--- src/ucpd_bmc_pkg.sv ---
package ucpd_bmc_pkg;

  // ------------------------------------------------------------------------
  // interval counting
  // ------------------------------------------------------------------------
  // width of every interval count and of the threshold
  localparam int UI_CNT_W = 11;
  // intermediate width for the threshold product, (3 * 2047) * 3 fits
  localparam int TH_PROD_W = UI_CNT_W + 4;

  typedef logic [UI_CNT_W-1:0]  ui_cnt_t;
  typedef logic [TH_PROD_W-1:0] th_prod_t;

  // counter saturates here, treated as line idle
  localparam ui_cnt_t UI_CNT_MAX = '1;

  // ------------------------------------------------------------------------
  // training
  // ------------------------------------------------------------------------
  // intervals A, B and C of the preamble
  localparam int TRN_NUM_IV = 3;
  // th = (A + B + C) * 3 >> 3, i.e. 2 UI * 3/8 = 3/4 UI
  localparam th_prod_t TH_MUL = 3;
  localparam int TH_SHIFT = 3;

  // bit 1 selects two-sample filter, bit 0 bypasses the filter
  typedef enum logic [1:0] {
    CC_FILT_3OF3   = 2'b00,
    CC_FILT_2OF3   = 2'b10,
    CC_FILT_BYPASS = 2'b01
  } cc_filt_e;

  typedef enum logic [1:0] {
    TRN_IDLE    = 2'b00,
    TRN_CAPTURE = 2'b01,
    TRN_LOCKED  = 2'b10
  } trn_state_e;

endpackage

--- src/ucpd_cc_frontend.sv ---
`timescale 1ns/10ps

module ucpd_cc_frontend (
  input  logic                   ucpd_clk,
  input  logic                   ic_rst_n,
  input  logic                   cc_in,
  input  ucpd_bmc_pkg::cc_filt_e rxfilte,
  input  logic                   phy_rx_en,
  output logic                   iv_vld,
  output ucpd_bmc_pkg::ui_cnt_t  iv_len
);

  logic [1:0]            sync_q;
  logic                  cc_sync;
  logic                  hist_d0;
  logic                  hist_d1;
  logic                  filt_lvl;
  logic                  filt_q;
  logic                  filt_edge;
  logic                  armed;
  ucpd_bmc_pkg::ui_cnt_t iv_cnt;
  ucpd_bmc_pkg::ui_cnt_t cnt_inc;

  // ------------------------------------------------------------------------
  // two-flop synchronizer and sample history
  // ------------------------------------------------------------------------
  always_ff @(posedge ucpd_clk or negedge ic_rst_n) begin
    if (!ic_rst_n) begin
      sync_q  <= '0;
      hist_d0 <= 1'b0;
      hist_d1 <= 1'b0;
    end else begin
      sync_q  <= {sync_q[0], cc_in};
      hist_d0 <= cc_sync;
      hist_d1 <= hist_d0;
    end
  end

  assign cc_sync = sync_q[1];

  // ------------------------------------------------------------------------
  // glitch filter, old level held until samples agree
  // ------------------------------------------------------------------------
  always_comb begin
    case (rxfilte)
      ucpd_bmc_pkg::CC_FILT_BYPASS: filt_lvl = cc_sync;
      // two consecutive equal samples
      ucpd_bmc_pkg::CC_FILT_2OF3: filt_lvl = (cc_sync == hist_d0) ? cc_sync : filt_q;
      // three equal samples, also the fallback for the unused code
      default: filt_lvl = ((cc_sync == hist_d0) && (hist_d0 == hist_d1)) ? cc_sync : filt_q;
    endcase
  end

  // filt_q doubles as the edge reference
  assign filt_edge = filt_lvl ^ filt_q;
  // saturating increment, iv_len counts the edge cycle itself
  assign cnt_inc   = (iv_cnt == ucpd_bmc_pkg::UI_CNT_MAX) ? iv_cnt : iv_cnt + 1'b1;

  // ------------------------------------------------------------------------
  // edge register and interval counter
  // ------------------------------------------------------------------------
  always_ff @(posedge ucpd_clk or negedge ic_rst_n) begin
    if (!ic_rst_n) begin
      filt_q <= 1'b0;
      armed  <= 1'b0;
      iv_vld <= 1'b0;
      iv_cnt <= '0;
    end else begin
      filt_q <= filt_lvl;
      // first edge after enable only arms the count
      iv_vld <= filt_edge & armed & phy_rx_en;
      if (!phy_rx_en) begin
        armed  <= 1'b0;
        iv_cnt <= '0;
      end else if (filt_edge) begin
        armed  <= 1'b1;
        iv_cnt <= '0;
      end else begin
        iv_cnt <= cnt_inc;
      end
    end
  end

  // length sampled with the edge, valid with iv_vld
  always_ff @(posedge ucpd_clk) begin
    if (filt_edge) begin
      iv_len <= cnt_inc;
    end
  end

  // a strobed interval always spans at least one cycle
  a_iv_len_nonzero: assert property (@(posedge ucpd_clk) disable iff (!ic_rst_n)
    iv_vld |-> (iv_len != '0));

endmodule

--- src/ucpd_ui_trainer.sv ---
`timescale 1ns/10ps

module ucpd_ui_trainer (
  input  logic                  ucpd_clk,
  input  logic                  ic_rst_n,
  input  logic                  phy_rx_en,
  input  logic                  rx_idle_en,
  input  logic                  iv_vld,
  input  ucpd_bmc_pkg::ui_cnt_t iv_len,
  output ucpd_bmc_pkg::ui_cnt_t th_ui,
  output logic                  receive_en
);

  ucpd_bmc_pkg::trn_state_e state;
  logic [1:0]               iv_idx;
  ucpd_bmc_pkg::ui_cnt_t    iv_a;
  ucpd_bmc_pkg::ui_cnt_t    iv_b;
  logic                     rx_stop;
  logic                     iv_sat;
  logic                     last_iv;
  logic                     triple_ok;
  ucpd_bmc_pkg::th_prod_t   th_sum;
  ucpd_bmc_pkg::th_prod_t   th_div;
  ucpd_bmc_pkg::ui_cnt_t    th_calc;

  // receive stops on idle request or disabled phy
  assign rx_stop = rx_idle_en | ~phy_rx_en;
  // saturated interval is idle line, not preamble
  assign iv_sat  = (iv_len == ucpd_bmc_pkg::UI_CNT_MAX);
  assign last_iv = (iv_idx == 2'(ucpd_bmc_pkg::TRN_NUM_IV - 1));

  // ------------------------------------------------------------------------
  // triple check, C is the interval on the bus right now
  // ------------------------------------------------------------------------
  // A,B < C: started on a 1 (short, short, long)
  // A > B,C: started on a 0 (long, short, short)
  // B largest means the first half of a 1 was lost
  assign triple_ok = ((iv_a < iv_len) && (iv_b < iv_len)) ||
                     ((iv_a > iv_b) && (iv_a > iv_len));

  // sum of three intervals covers two UI
  assign th_sum  = ucpd_bmc_pkg::th_prod_t'(iv_a) + ucpd_bmc_pkg::th_prod_t'(iv_b) +
                   ucpd_bmc_pkg::th_prod_t'(iv_len);
  assign th_div  = (th_sum * ucpd_bmc_pkg::TH_MUL) >> ucpd_bmc_pkg::TH_SHIFT;
  // clamp to counter range
  assign th_calc = (th_div > ucpd_bmc_pkg::th_prod_t'(ucpd_bmc_pkg::UI_CNT_MAX)) ?
                   ucpd_bmc_pkg::UI_CNT_MAX : th_div[ucpd_bmc_pkg::UI_CNT_W-1:0];

  // ------------------------------------------------------------------------
  // training FSM
  // ------------------------------------------------------------------------
  always_ff @(posedge ucpd_clk or negedge ic_rst_n) begin
    if (!ic_rst_n) begin
      state      <= ucpd_bmc_pkg::TRN_IDLE;
      iv_idx     <= '0;
      receive_en <= 1'b0;
    end else if (rx_stop) begin
      state      <= ucpd_bmc_pkg::TRN_IDLE;
      iv_idx     <= '0;
      receive_en <= 1'b0;
    end else begin
      case (state)
        ucpd_bmc_pkg::TRN_IDLE: begin
          state  <= ucpd_bmc_pkg::TRN_CAPTURE;
          iv_idx <= '0;
        end
        ucpd_bmc_pkg::TRN_CAPTURE: begin
          if (iv_vld) begin
            if (iv_sat) begin
              // idle gap, start the triple over
              iv_idx <= '0;
            end else if (last_iv) begin
              iv_idx <= '0;
              // rejected triple just stays in capture
              if (triple_ok) begin
                state      <= ucpd_bmc_pkg::TRN_LOCKED;
                receive_en <= 1'b1;
              end
            end else begin
              iv_idx <= iv_idx + 1'b1;
            end
          end
        end
        // locked until stop
        ucpd_bmc_pkg::TRN_LOCKED: state <= ucpd_bmc_pkg::TRN_LOCKED;
        default: state <= ucpd_bmc_pkg::TRN_IDLE;
      endcase
    end
  end

  // interval store and threshold load
  always_ff @(posedge ucpd_clk) begin
    if ((state == ucpd_bmc_pkg::TRN_CAPTURE) && iv_vld && !rx_stop) begin
      if (iv_idx == 2'd0) begin
        iv_a <= iv_len;
      end
      if (iv_idx == 2'd1) begin
        iv_b <= iv_len;
      end
      if (last_iv && triple_ok && !iv_sat) begin
        th_ui <= th_calc;
      end
    end
  end

  a_rx_en_locked: assert property (@(posedge ucpd_clk) disable iff (!ic_rst_n)
    receive_en == (state == ucpd_bmc_pkg::TRN_LOCKED));

  // a locked threshold of zero would decode everything as 0
  a_th_nonzero: assert property (@(posedge ucpd_clk) disable iff (!ic_rst_n)
    receive_en |-> (th_ui != '0));

endmodule

--- src/ucpd_bmc_decoder.sv ---
`timescale 1ns/10ps

module ucpd_bmc_decoder (
  input  logic                  ucpd_clk,
  input  logic                  ic_rst_n,
  input  logic                  receive_en,
  input  logic                  iv_vld,
  input  ucpd_bmc_pkg::ui_cnt_t iv_len,
  input  ucpd_bmc_pkg::ui_cnt_t th_ui,
  output logic                  rx_bit_vld,
  output logic                  rx_bit
);

  logic iv_take;
  logic long_iv;
  logic half_pend;
  logic bit_done;
  logic bit_val;

  // ------------------------------------------------------------------------
  // interval classification
  // ------------------------------------------------------------------------
  // intervals only count once the threshold is trained
  assign iv_take  = iv_vld & receive_en;
  // longer than 3/4 UI is a full-bit interval
  assign long_iv  = (iv_len > th_ui);
  // long interval closes a 0, second short one closes a 1
  assign bit_done = iv_take & (long_iv | half_pend);
  assign bit_val  = ~long_iv;

  // ------------------------------------------------------------------------
  // half-bit tracking and bit strobe
  // ------------------------------------------------------------------------
  always_ff @(posedge ucpd_clk or negedge ic_rst_n) begin
    if (!ic_rst_n) begin
      half_pend  <= 1'b0;
      rx_bit_vld <= 1'b0;
    end else begin
      rx_bit_vld <= bit_done;
      if (!receive_en) begin
        // drop any half bit left from before the lock
        half_pend <= 1'b0;
      end else if (iv_take) begin
        // short sets pending, anything that completes a bit clears it
        half_pend <= ~long_iv & ~half_pend;
      end
    end
  end

  // bit value rides with the strobe
  always_ff @(posedge ucpd_clk) begin
    if (bit_done) begin
      rx_bit <= bit_val;
    end
  end

  // a bit only comes from an interval taken while locked
  a_no_bit_unlocked: assert property (@(posedge ucpd_clk) disable iff (!ic_rst_n)
    $rose(rx_bit_vld) |-> $past(receive_en));

endmodule

--- src/ucpd_bmc_rx.sv ---
`timescale 1ns/10ps

module ucpd_bmc_rx (
  input  logic                   ucpd_clk,
  input  logic                   ic_rst_n,
  input  logic                   cc_in,
  input  ucpd_bmc_pkg::cc_filt_e rxfilte,
  input  logic                   phy_rx_en,
  input  logic                   rx_idle_en,
  output logic                   rx_bit_vld,
  output logic                   rx_bit,
  output logic                   receive_en
);

  // front end to trainer and decoder
  logic                  iv_vld;
  ucpd_bmc_pkg::ui_cnt_t iv_len;
  // trained threshold into the decoder
  ucpd_bmc_pkg::ui_cnt_t th_ui;

  // ------------------------------------------------------------------------
  // CC sync, filter and interval measurement
  // ------------------------------------------------------------------------
  ucpd_cc_frontend i_ucpd_cc_frontend (
    .ucpd_clk  (ucpd_clk),
    .ic_rst_n  (ic_rst_n),
    .cc_in     (cc_in),
    .rxfilte   (rxfilte),
    .phy_rx_en (phy_rx_en),
    .iv_vld    (iv_vld),
    .iv_len    (iv_len)
  );

  // preamble training, owns receive_en
  ucpd_ui_trainer i_ucpd_ui_trainer (
    .ucpd_clk   (ucpd_clk),
    .ic_rst_n   (ic_rst_n),
    .phy_rx_en  (phy_rx_en),
    .rx_idle_en (rx_idle_en),
    .iv_vld     (iv_vld),
    .iv_len     (iv_len),
    .th_ui      (th_ui),
    .receive_en (receive_en)
  );

  // interval stream to bits
  ucpd_bmc_decoder i_ucpd_bmc_decoder (
    .ucpd_clk   (ucpd_clk),
    .ic_rst_n   (ic_rst_n),
    .receive_en (receive_en),
    .iv_vld     (iv_vld),
    .iv_len     (iv_len),
    .th_ui      (th_ui),
    .rx_bit_vld (rx_bit_vld),
    .rx_bit     (rx_bit)
  );

endmodule

--- config.mk ---
export PLATFORM = sky130hd
export DESIGN_NAME = ucpd_bmc_rx
export DESIGN_NICKNAME = d
export VERILOG_FILES = /design/src/ucpd_bmc_pkg.sv /design/src/ucpd_cc_frontend.sv /design/src/ucpd_ui_trainer.sv /design/src/ucpd_bmc_decoder.sv /design/src/ucpd_bmc_rx.sv
export SDC_FILE = /design/constraint.sdc
export NUM_CORES = 1
export LEC_CHECK = 0
export BUFFER_PORTS_ARGS = -buffer_cell sky130_fd_sc_hd__clkbuf_2
export CORE_AREA = 2 2 103 105
export CTS_CLUSTER_DIAMETER = 50
export DETAILED_ROUTE_END_ITERATION = 8
export DIE_AREA = 0 0 105 107
export HOLD_SLACK_MARGIN = 0.05
export PLACE_DENSITY_LB_ADDON = 0.12
export RECOVER_POWER = 50
export SLEW_MARGIN = 20
export SYNTH_ARGS = -nofsm -noshare
export SYNTH_HDL_FRONTEND = slang
export SYNTH_SLANG_ARGS = --single-unit
--- constraint.sdc ---
create_clock -name ucpd_clk -period 4.7 [get_ports ucpd_clk]
set_input_delay 0.47 -clock ucpd_clk [delete_from_list [all_inputs] [get_ports ucpd_clk]]
set_output_delay 0.47 -clock ucpd_clk [all_outputs]
set_load 0.02 [all_outputs]
==> results of run 1 <==
==> worst max path at each step <==
stage / end / slack, ps / cells after the start
after global routing: i_ucpd_ui_trainer.th_ui[1]$_SDFFCE_PN1P_ / -270 / 21
after floorplan: i_ucpd_ui_trainer.th_ui[1]$_SDFFCE_PN1P_ / 40 / 21
after global placement: i_ucpd_ui_trainer.th_ui[2]$_SDFFCE_PN1P_ / -160 / 22
after CTS: i_ucpd_ui_trainer.th_ui[4]$_SDFFCE_PN1P_ / -7 / 24
after detailed placement: i_ucpd_ui_trainer.th_ui[1]$_SDFFCE_PN1P_ / -200 / 22
final: i_ucpd_ui_trainer.th_ui[1]$_SDFFCE_PN1P_ / -30 / 21
==> cell families (layout without fill, tap and decap cells) <==
group / count (synthesis) / after routing
buffers and inverters: 62 / 152
DFF: 70 / 70
AOI/OAI and AO/OA: 120 / 120
xor gates and xnor gates: 34 / 34
adders and majority gates: 86 / 86
and+or+nand+nor: 127 / 127
muxes: 6 / 6
==> cell type report <==
class	count	area, um^2
inverters	58	218
clock inverters	7	71.3
well taps	136	170
fillers	898	3870
clock buffers	9	124
multi-input cells	373	3120
flip-flops and latches	70	1980
repair buffers	78	542
==> flip-flops by register name, indices dropped and copies added (netlist names), 2 cells and up <==
register                   cells
i_ucpd_cc_frontend.iv_cnt     11
i_ucpd_cc_frontend.iv_len     11
i_ucpd_cc_frontend.sync_q      2
i_ucpd_ui_trainer.iv_a        11
i_ucpd_ui_trainer.iv_b        11
i_ucpd_ui_trainer.iv_idx       2
i_ucpd_ui_trainer.state        2
i_ucpd_ui_trainer.th_ui       11
==> where the power goes <==
part	internal (mW)	switching [mW]
Combinational	0.504	0.467
Clock	0.246	0.234
Sequential	0.721	0.0322
Total	1.47	0.733
==> synth_stat cells (all sizes together) (3+ instances only) <==
cell type	number
o31ai	4
nor2b	17
a31oi	4
o211ai	3
clkbuf	4
o21a	13
nand4	9
xor2	14
dfrtp	25
nor2	30
edfxtp	45
o21ai	21
nand3	8
xnor2	20
o21bai	9
ha	83
a211oi	3
nand2b	8
nand2	30
nor3	9
a21oi	37
inv	58
a21o	11
and3	5
mux2i	4
==> metal layers <==
| layer | GRT usage | wire length [um] | vias up |
|---|---|---|---|
| met4 | 0.0743 | 298 | 0 |
| met1 | 0.282 | 5310 | 1910 |
| li1 | - | - | 1974 |
| met3 | 0.0401 | 380 | 25 |
| met5 | 0 | 0 | - |
| met2 | 0.384 | 5930 | 62 |
==> metrics by stage <==
step           hold WS, ps  power [mW]  worst slack, ps  TNS (ps)
3_3_place_gp           340        1.48             -159     -1630
5_1_grt                212        2.34             -269     -2650
3_5_place_dp           346        1.51             -201     -2070
4_1_cts                125        2.11            -6.70     -29.7
2_1_floorplan          174        1.26             43.2         0
6_report               231        2.20            -29.3      -158
==> what timing repair did <==
item / in CTS / in global routing
resized for setup: 16 / 28
buffers inserted: 15 / 11
hold endpoints to repair: 0 / 0
gates cloned: 1 / 0
setup endpoints to repair: 11 / 11
pin swaps: 13 / 34
==> results.json, run 1 <==
{
  "status": "complete, but fails checks",
  "violations": "setup timing",
  "worst_hold_path_type": "in -> reg",
  "synth_largest_area_cell": "edfxtp_1",
  "hold_viol": 0,
  "fin_crit_ps": 4730,
  "synth_top_area_share": 0.264,
  "synth.avg_cell_area_um2": 10.1,
  "hold_buffers": 0,
  "final_max_slew_viol_count": 0,
  "cts_made_buffers": 9,
  "ys_seq_elements": 70,
  "synthXorXnorAreaFrac": 0.0581,
  "wl_per_cell_um": 16.3,
  "final_common_cell": "ha_1",
  "p_leak_nw": 2.86,
  "synthSimpleGateAreaFrac": 0.128,
  "holdPathEnd": "i_ucpd_cc_frontend.sync_q[0]$_DFF_PN0_",
  "die_area_mm2": 0.0112,
  "slowest_stage": "fa_2",
  "cts_tree": "built",
  "grt_pass1_vias": 4004,
  "fmax_mhz": 211,
  "areaGrowthSynthToFinish_pct": 21.5,
  "die_x_um": 105,
  "setup_violations": 10,
  "path_clk_slew_ps": 80,
  "startpoint": "i_ucpd_ui_trainer.iv_a[0]$_DFFE_PP_",
  "cp_cell_sequence": "ha_2, inv_2, fa_2, inv_1, ha_1, a211oi_1, o21bai_1, a21oi_2, buf_4, xnor2_4, ha_4, a21oi_2, nor2b_4, a311oi_4, nor2b_2, o41a_1, maj3_2, a21o_1, a21oi_4, buf_6, o21ai_2",
  "irDropWorstVdd_v": 0.000213,
  "r2r_start": "i_ucpd_ui_trainer.iv_a[0]$_DFFE_PP_",
  "final_layout_size_suffix_gt1_frac": 0.230,
  "row_count": 37,
  "finalCritPeriodShare": 1.01,
  "crit_family": "compound AO/OA/AOI/OAI gates",
  "gp_congestion": 0.910,
  "r2r_slack_ps": -30,
  "r2r_end": "i_ucpd_ui_trainer.th_ui[1]$_SDFFCE_PN1P_",
  "portBuffers": 9,
  "synth_cell_types": 54,
  "synth_area_leaders": "edfxtp_1 (26%), ha_1 (20%), dfrtp_1 (12%), inv_1 (4.3%), xnor2_1 (3.4%)",
  "clk_latency_ps": 340,
  "maxCapViolCount": 0,
  "gr-usage-all-layers": 0.222,
  "cts.htree.levels": 3,
  "synth-edff-count": 45,
  "syn_inst": 505,
  "initial_core_util": 0.508,
  "dpl.hpwl_um": 9160,
  "dieHeight_um": 107,
  "grt_pass1_wl_um": 19300,
  "antenna_found_initial": 0,
  "r2r_cells": 21,
  "clock-sinks": 70,
  "crit_path_max_incr_delay_ps": 600,
  "cp_num_buf_inv": 4,
  "synthFlopType": "edfxtp_1",
  "final_cells": 731,
  "final_util": 0.617,
  "avgViaCountPerCell": 5.43,
  "synth-warning-count": 0,
  "fin_nets": 682,
  "synth_compound_area_frac": 0.158,
  "overflow": 0,
  "finalClockSkew_ps": 11.2,
  "synth_fa_ha_area_frac": 0.213,
  "async_flop_share": 0.357,
  "min_path_cells": 1,
  "min_from": "cc_in",
  "io-pin-count": 10,
  "rsz0062_at_grt": "yes",
  "wl_um": 11900,
  "start_kind": "register",
  "place_area_mm2": 0.00567,
  "muxShareOfSynthArea": 0.0122,
  "remaining_drc_errors": 0,
  "vias": 3971,
  "syn-num-nets": 597,
  "power.density_mw_per_mm2": 354,
  "cp-end-kind": "register",
  "cp.required_ps": 4790,
  "drtIter0Drc": 165,
  "grt_start_max_net_pins": 26,
  "yosysSeqAreaShare": 0.386,
  "ant_nets": 0,
  "fin_area_mm2": 0.00622,
  "setup_ws_ps": -29.3,
  "clockBufferDepth": 2,
  "most-common-layout-cells": "ha_1 (76), buf_4 (61), inv_1 (56)",
  "root_buffer": "clkbuf_8",
  "crit_fanout": 5,
  "maxSlewHeadroom": 0.0931,
  "synth_area_mm2": 0.00512,
  "core_area_mm2": 0.0101,
  "synth_top_family_by_area": "adder cells",
  "worst_pin_slew_ps": 1360,
  "crit_type": "reg -> reg",
  "crit_top_cell": "a21oi_2",
  "firstDrtPassIters": 5,
  "dp_cells": 690,
  "n_antenna_cell": 0,
  "cp.arrival_ps": 4820
}
Note: power is estimated with default switching activity, not from simulation.
==> inputs of run 2 (changes only) <==
- GPL_TIMING_DRIVEN: not set -> 0
==> run 2 against run 1 <==
  * The run still ends with setup timing left
  * Power is 8.2% lower
  * Critical path depth increased by 1
  * Routed wire length is 6.3% lower
  * Clock skew increased by 2.9 ps
  * Critical path type unchanged
  * Largest power group unchanged
  * Highest routed layer unchanged
==> results.json, run 2 (synthesized netlist as in run 1, its figures left out) <==
{
  "status": "complete, but fails checks",
  "violations": "setup timing",
  "startpoint": "i_ucpd_ui_trainer.iv_b[0]$_DFFE_PP_",
  "cp.depth": 22,
  "antenna_found_initial": 0,
  "row_count": 37,
  "die_area_mm2": 0.0112,
  "dpl.hpwl_um": 8330,
  "min_from": "cc_in",
  "n_antenna_cell": 0,
  "maxSlewHeadroom": 0.133,
  "slowest_stage": "o41a_1",
  "gr-usage-all-layers": 0.209,
  "path_clk_slew_ps": 90,
  "hold_viol": 0,
  "wl_um": 11200,
  "crit_type": "reg -> reg",
  "rsz0062_at_grt": "yes",
  "finalClockSkew_ps": 14.0,
  "remaining_drc_errors": 0,
  "root_buffer": "clkbuf_8",
  "r2r_end": "i_ucpd_ui_trainer.th_ui[3]$_SDFFCE_PN1P_",
  "clk_latency_ps": 350,
  "drtIter0Drc": 233,
  "cp.required_ps": 4810,
  "crit_end": "i_ucpd_ui_trainer.th_ui[3]$_SDFFCE_PN1P_",
  "whs_ps": 221,
  "cp_cell_sequence": "ha_2, inv_2, fa_2, o21bai_1, a21oi_2, xnor2_1, ha_1, o21a_1, o31a_1, buf_4, a21oi_1, ha_1, a21oi_2, nor2b_4, a311oi_2, nor2b_2, o41a_1, maj3_2, a21o_1, a21oi_4, clkbuf_16, nand2_2",
  "fin_tns_setup_ps": -533,
  "die_x_um": 105,
  "fin_nets": 640,
  "worst_hold_path_type": "in -> reg",
  "grt_pass1_wl_um": 18400,
  "cts_tree": "built",
  "cts.htree.levels": 3,
  "clock-sinks": 70,
  "cp-end-kind": "register",
  "fin_crit_ps": 4760,
  "p_leak_nw": 2.67,
  "vias": 3765,
  "r2r_start": "i_ucpd_ui_trainer.iv_b[0]$_DFFE_PP_",
  "avgViaCountPerCell": 5.46,
  "r2r_slack_ps": -60,
  "cts_made_buffers": 9,
  "power.density_mw_per_mm2": 345,
  "final_max_slew_viol_count": 0,
  "ant_nets": 0,
  "irDropWorstVdd_v": 0.000203,
  "fmax_mhz": 210,
  "setup_violations": 10,
  "final_util": 0.582,
  "portBuffers": 9,
  "maxCapViolCount": 0,
  "setup_ws_ps": -64.0,
  "start_kind": "register",
  "grt_pass1_vias": 3826,
  "place_area_mm2": 0.00536,
  "crit_family": "compound AO/OA/AOI/OAI gates",
  "initial_core_util": 0.508,
  "worst_pin_slew_ps": 1300,
  "areaGrowthSynthToFinish_pct": 14.6,
  "hold_buffers": 0,
  "overflow": 0,
  "crit_fanout": 5,
  "firstDrtPassIters": 4,
  "r2r_cells": 22,
  "core_area_mm2": 0.0101,
  "gp_congestion": 0.879,
  "crit_path_max_incr_delay_ps": 420,
  "fin_area_mm2": 0.00587,
  "cp.arrival_ps": 4880,
  "wl_per_cell_um": 16.2,
  "finalCritPeriodShare": 1.01,
  "io-pin-count": 10,
  "final_layout_size_suffix_gt1_frac": 0.170,
  "cp_num_buf_inv": 3,
  "most-common-layout-cells": "ha_1 (76), inv_1 (55), edfxtp_1 (45)",
  "final_common_cell": "ha_1",
  "grt_start_max_net_pins": 26,
  "dieHeight_um": 107,
  "clockBufferDepth": 2
}
run 2: cell count changes in the layout (fill, tap and decap cells not counted), sizes merged:
cell | previous run | this run
clkinv | 3 | 0
inv | 60 | 65
buf | 63 | 21
clkinvlp | 1 | 0
bufinv | 1 | 0
run 2: final cells by class:
| class | count | area (um^2) |
|---|---|---|
| inverter | 58 | 218 |
| timing repair buffer | 32 | 238 |
| multi-input combinational | 373 | 3070 |
| clock inverter | 7 | 58.8 |
| tap | 136 | 170 |
| buffer | 4 | 15.0 |
| clock buffer | 9 | 124 |
| fill | 928 | 4220 |
| sequential | 70 | 1980 |
run 2: through the flow:
stage | total power, mW | instances | setup slack (ps)
final | 2.02 | 689 | -64.0
after CTS | 1.96 | 681 | 0.187
after global routing | 2.16 | 689 | -239
after detailed placement | 1.41 | 652 | -573
after floorplan | 1.26 | 505 | 43.2
after global placement | 1.39 | 650 | -521
run 2: metal layers:
metal	vias up	wire length, um	GRT usage
met4	0	251	0.0648
met5	-	0	0
met1	1796	5030	0.261
li1	1896	-	-
met2	57	5470	0.369
met3	16	414	0.0389
run 2: how the worst min path moves through the flow:
stage / endpoint / slack (ps) / cells past startpoint
2_1_floorplan: i_ucpd_bmc_decoder.half_pend$_DFFE_PN0P_ / 170 / 0
3_3_place_gp: i_ucpd_cc_frontend.sync_q[1]$_DFF_PN0_ / 340 / 0
3_5_place_dp: i_ucpd_cc_frontend.sync_q[1]$_DFF_PN0_ / 340 / 0
4_1_cts: i_ucpd_cc_frontend.sync_q[0]$_DFF_PN0_ / 120 / 1
5_1_grt: i_ucpd_cc_frontend.sync_q[0]$_DFF_PN0_ / 200 / 1
6_report: i_ucpd_cc_frontend.sync_q[0]$_DFF_PN0_ / 220 / 1
run 2: what timing repair did:
item / in CTS / in global routing
setup endpoints to repair: 11 / 11
cloned: 0 / 1
setup buffers: 13 / 7
resized for setup: 12 / 24
pin swaps: 12 / 15
run 2: power breakdown:
group	leakage (nW)	internal (mW)	switching [mW]	total [mW]
Sequential	0.748	0.720	0.0465	0.767
Combinational	1.82	0.388	0.400	0.788
Clock	0.0978	0.204	0.265	0.468
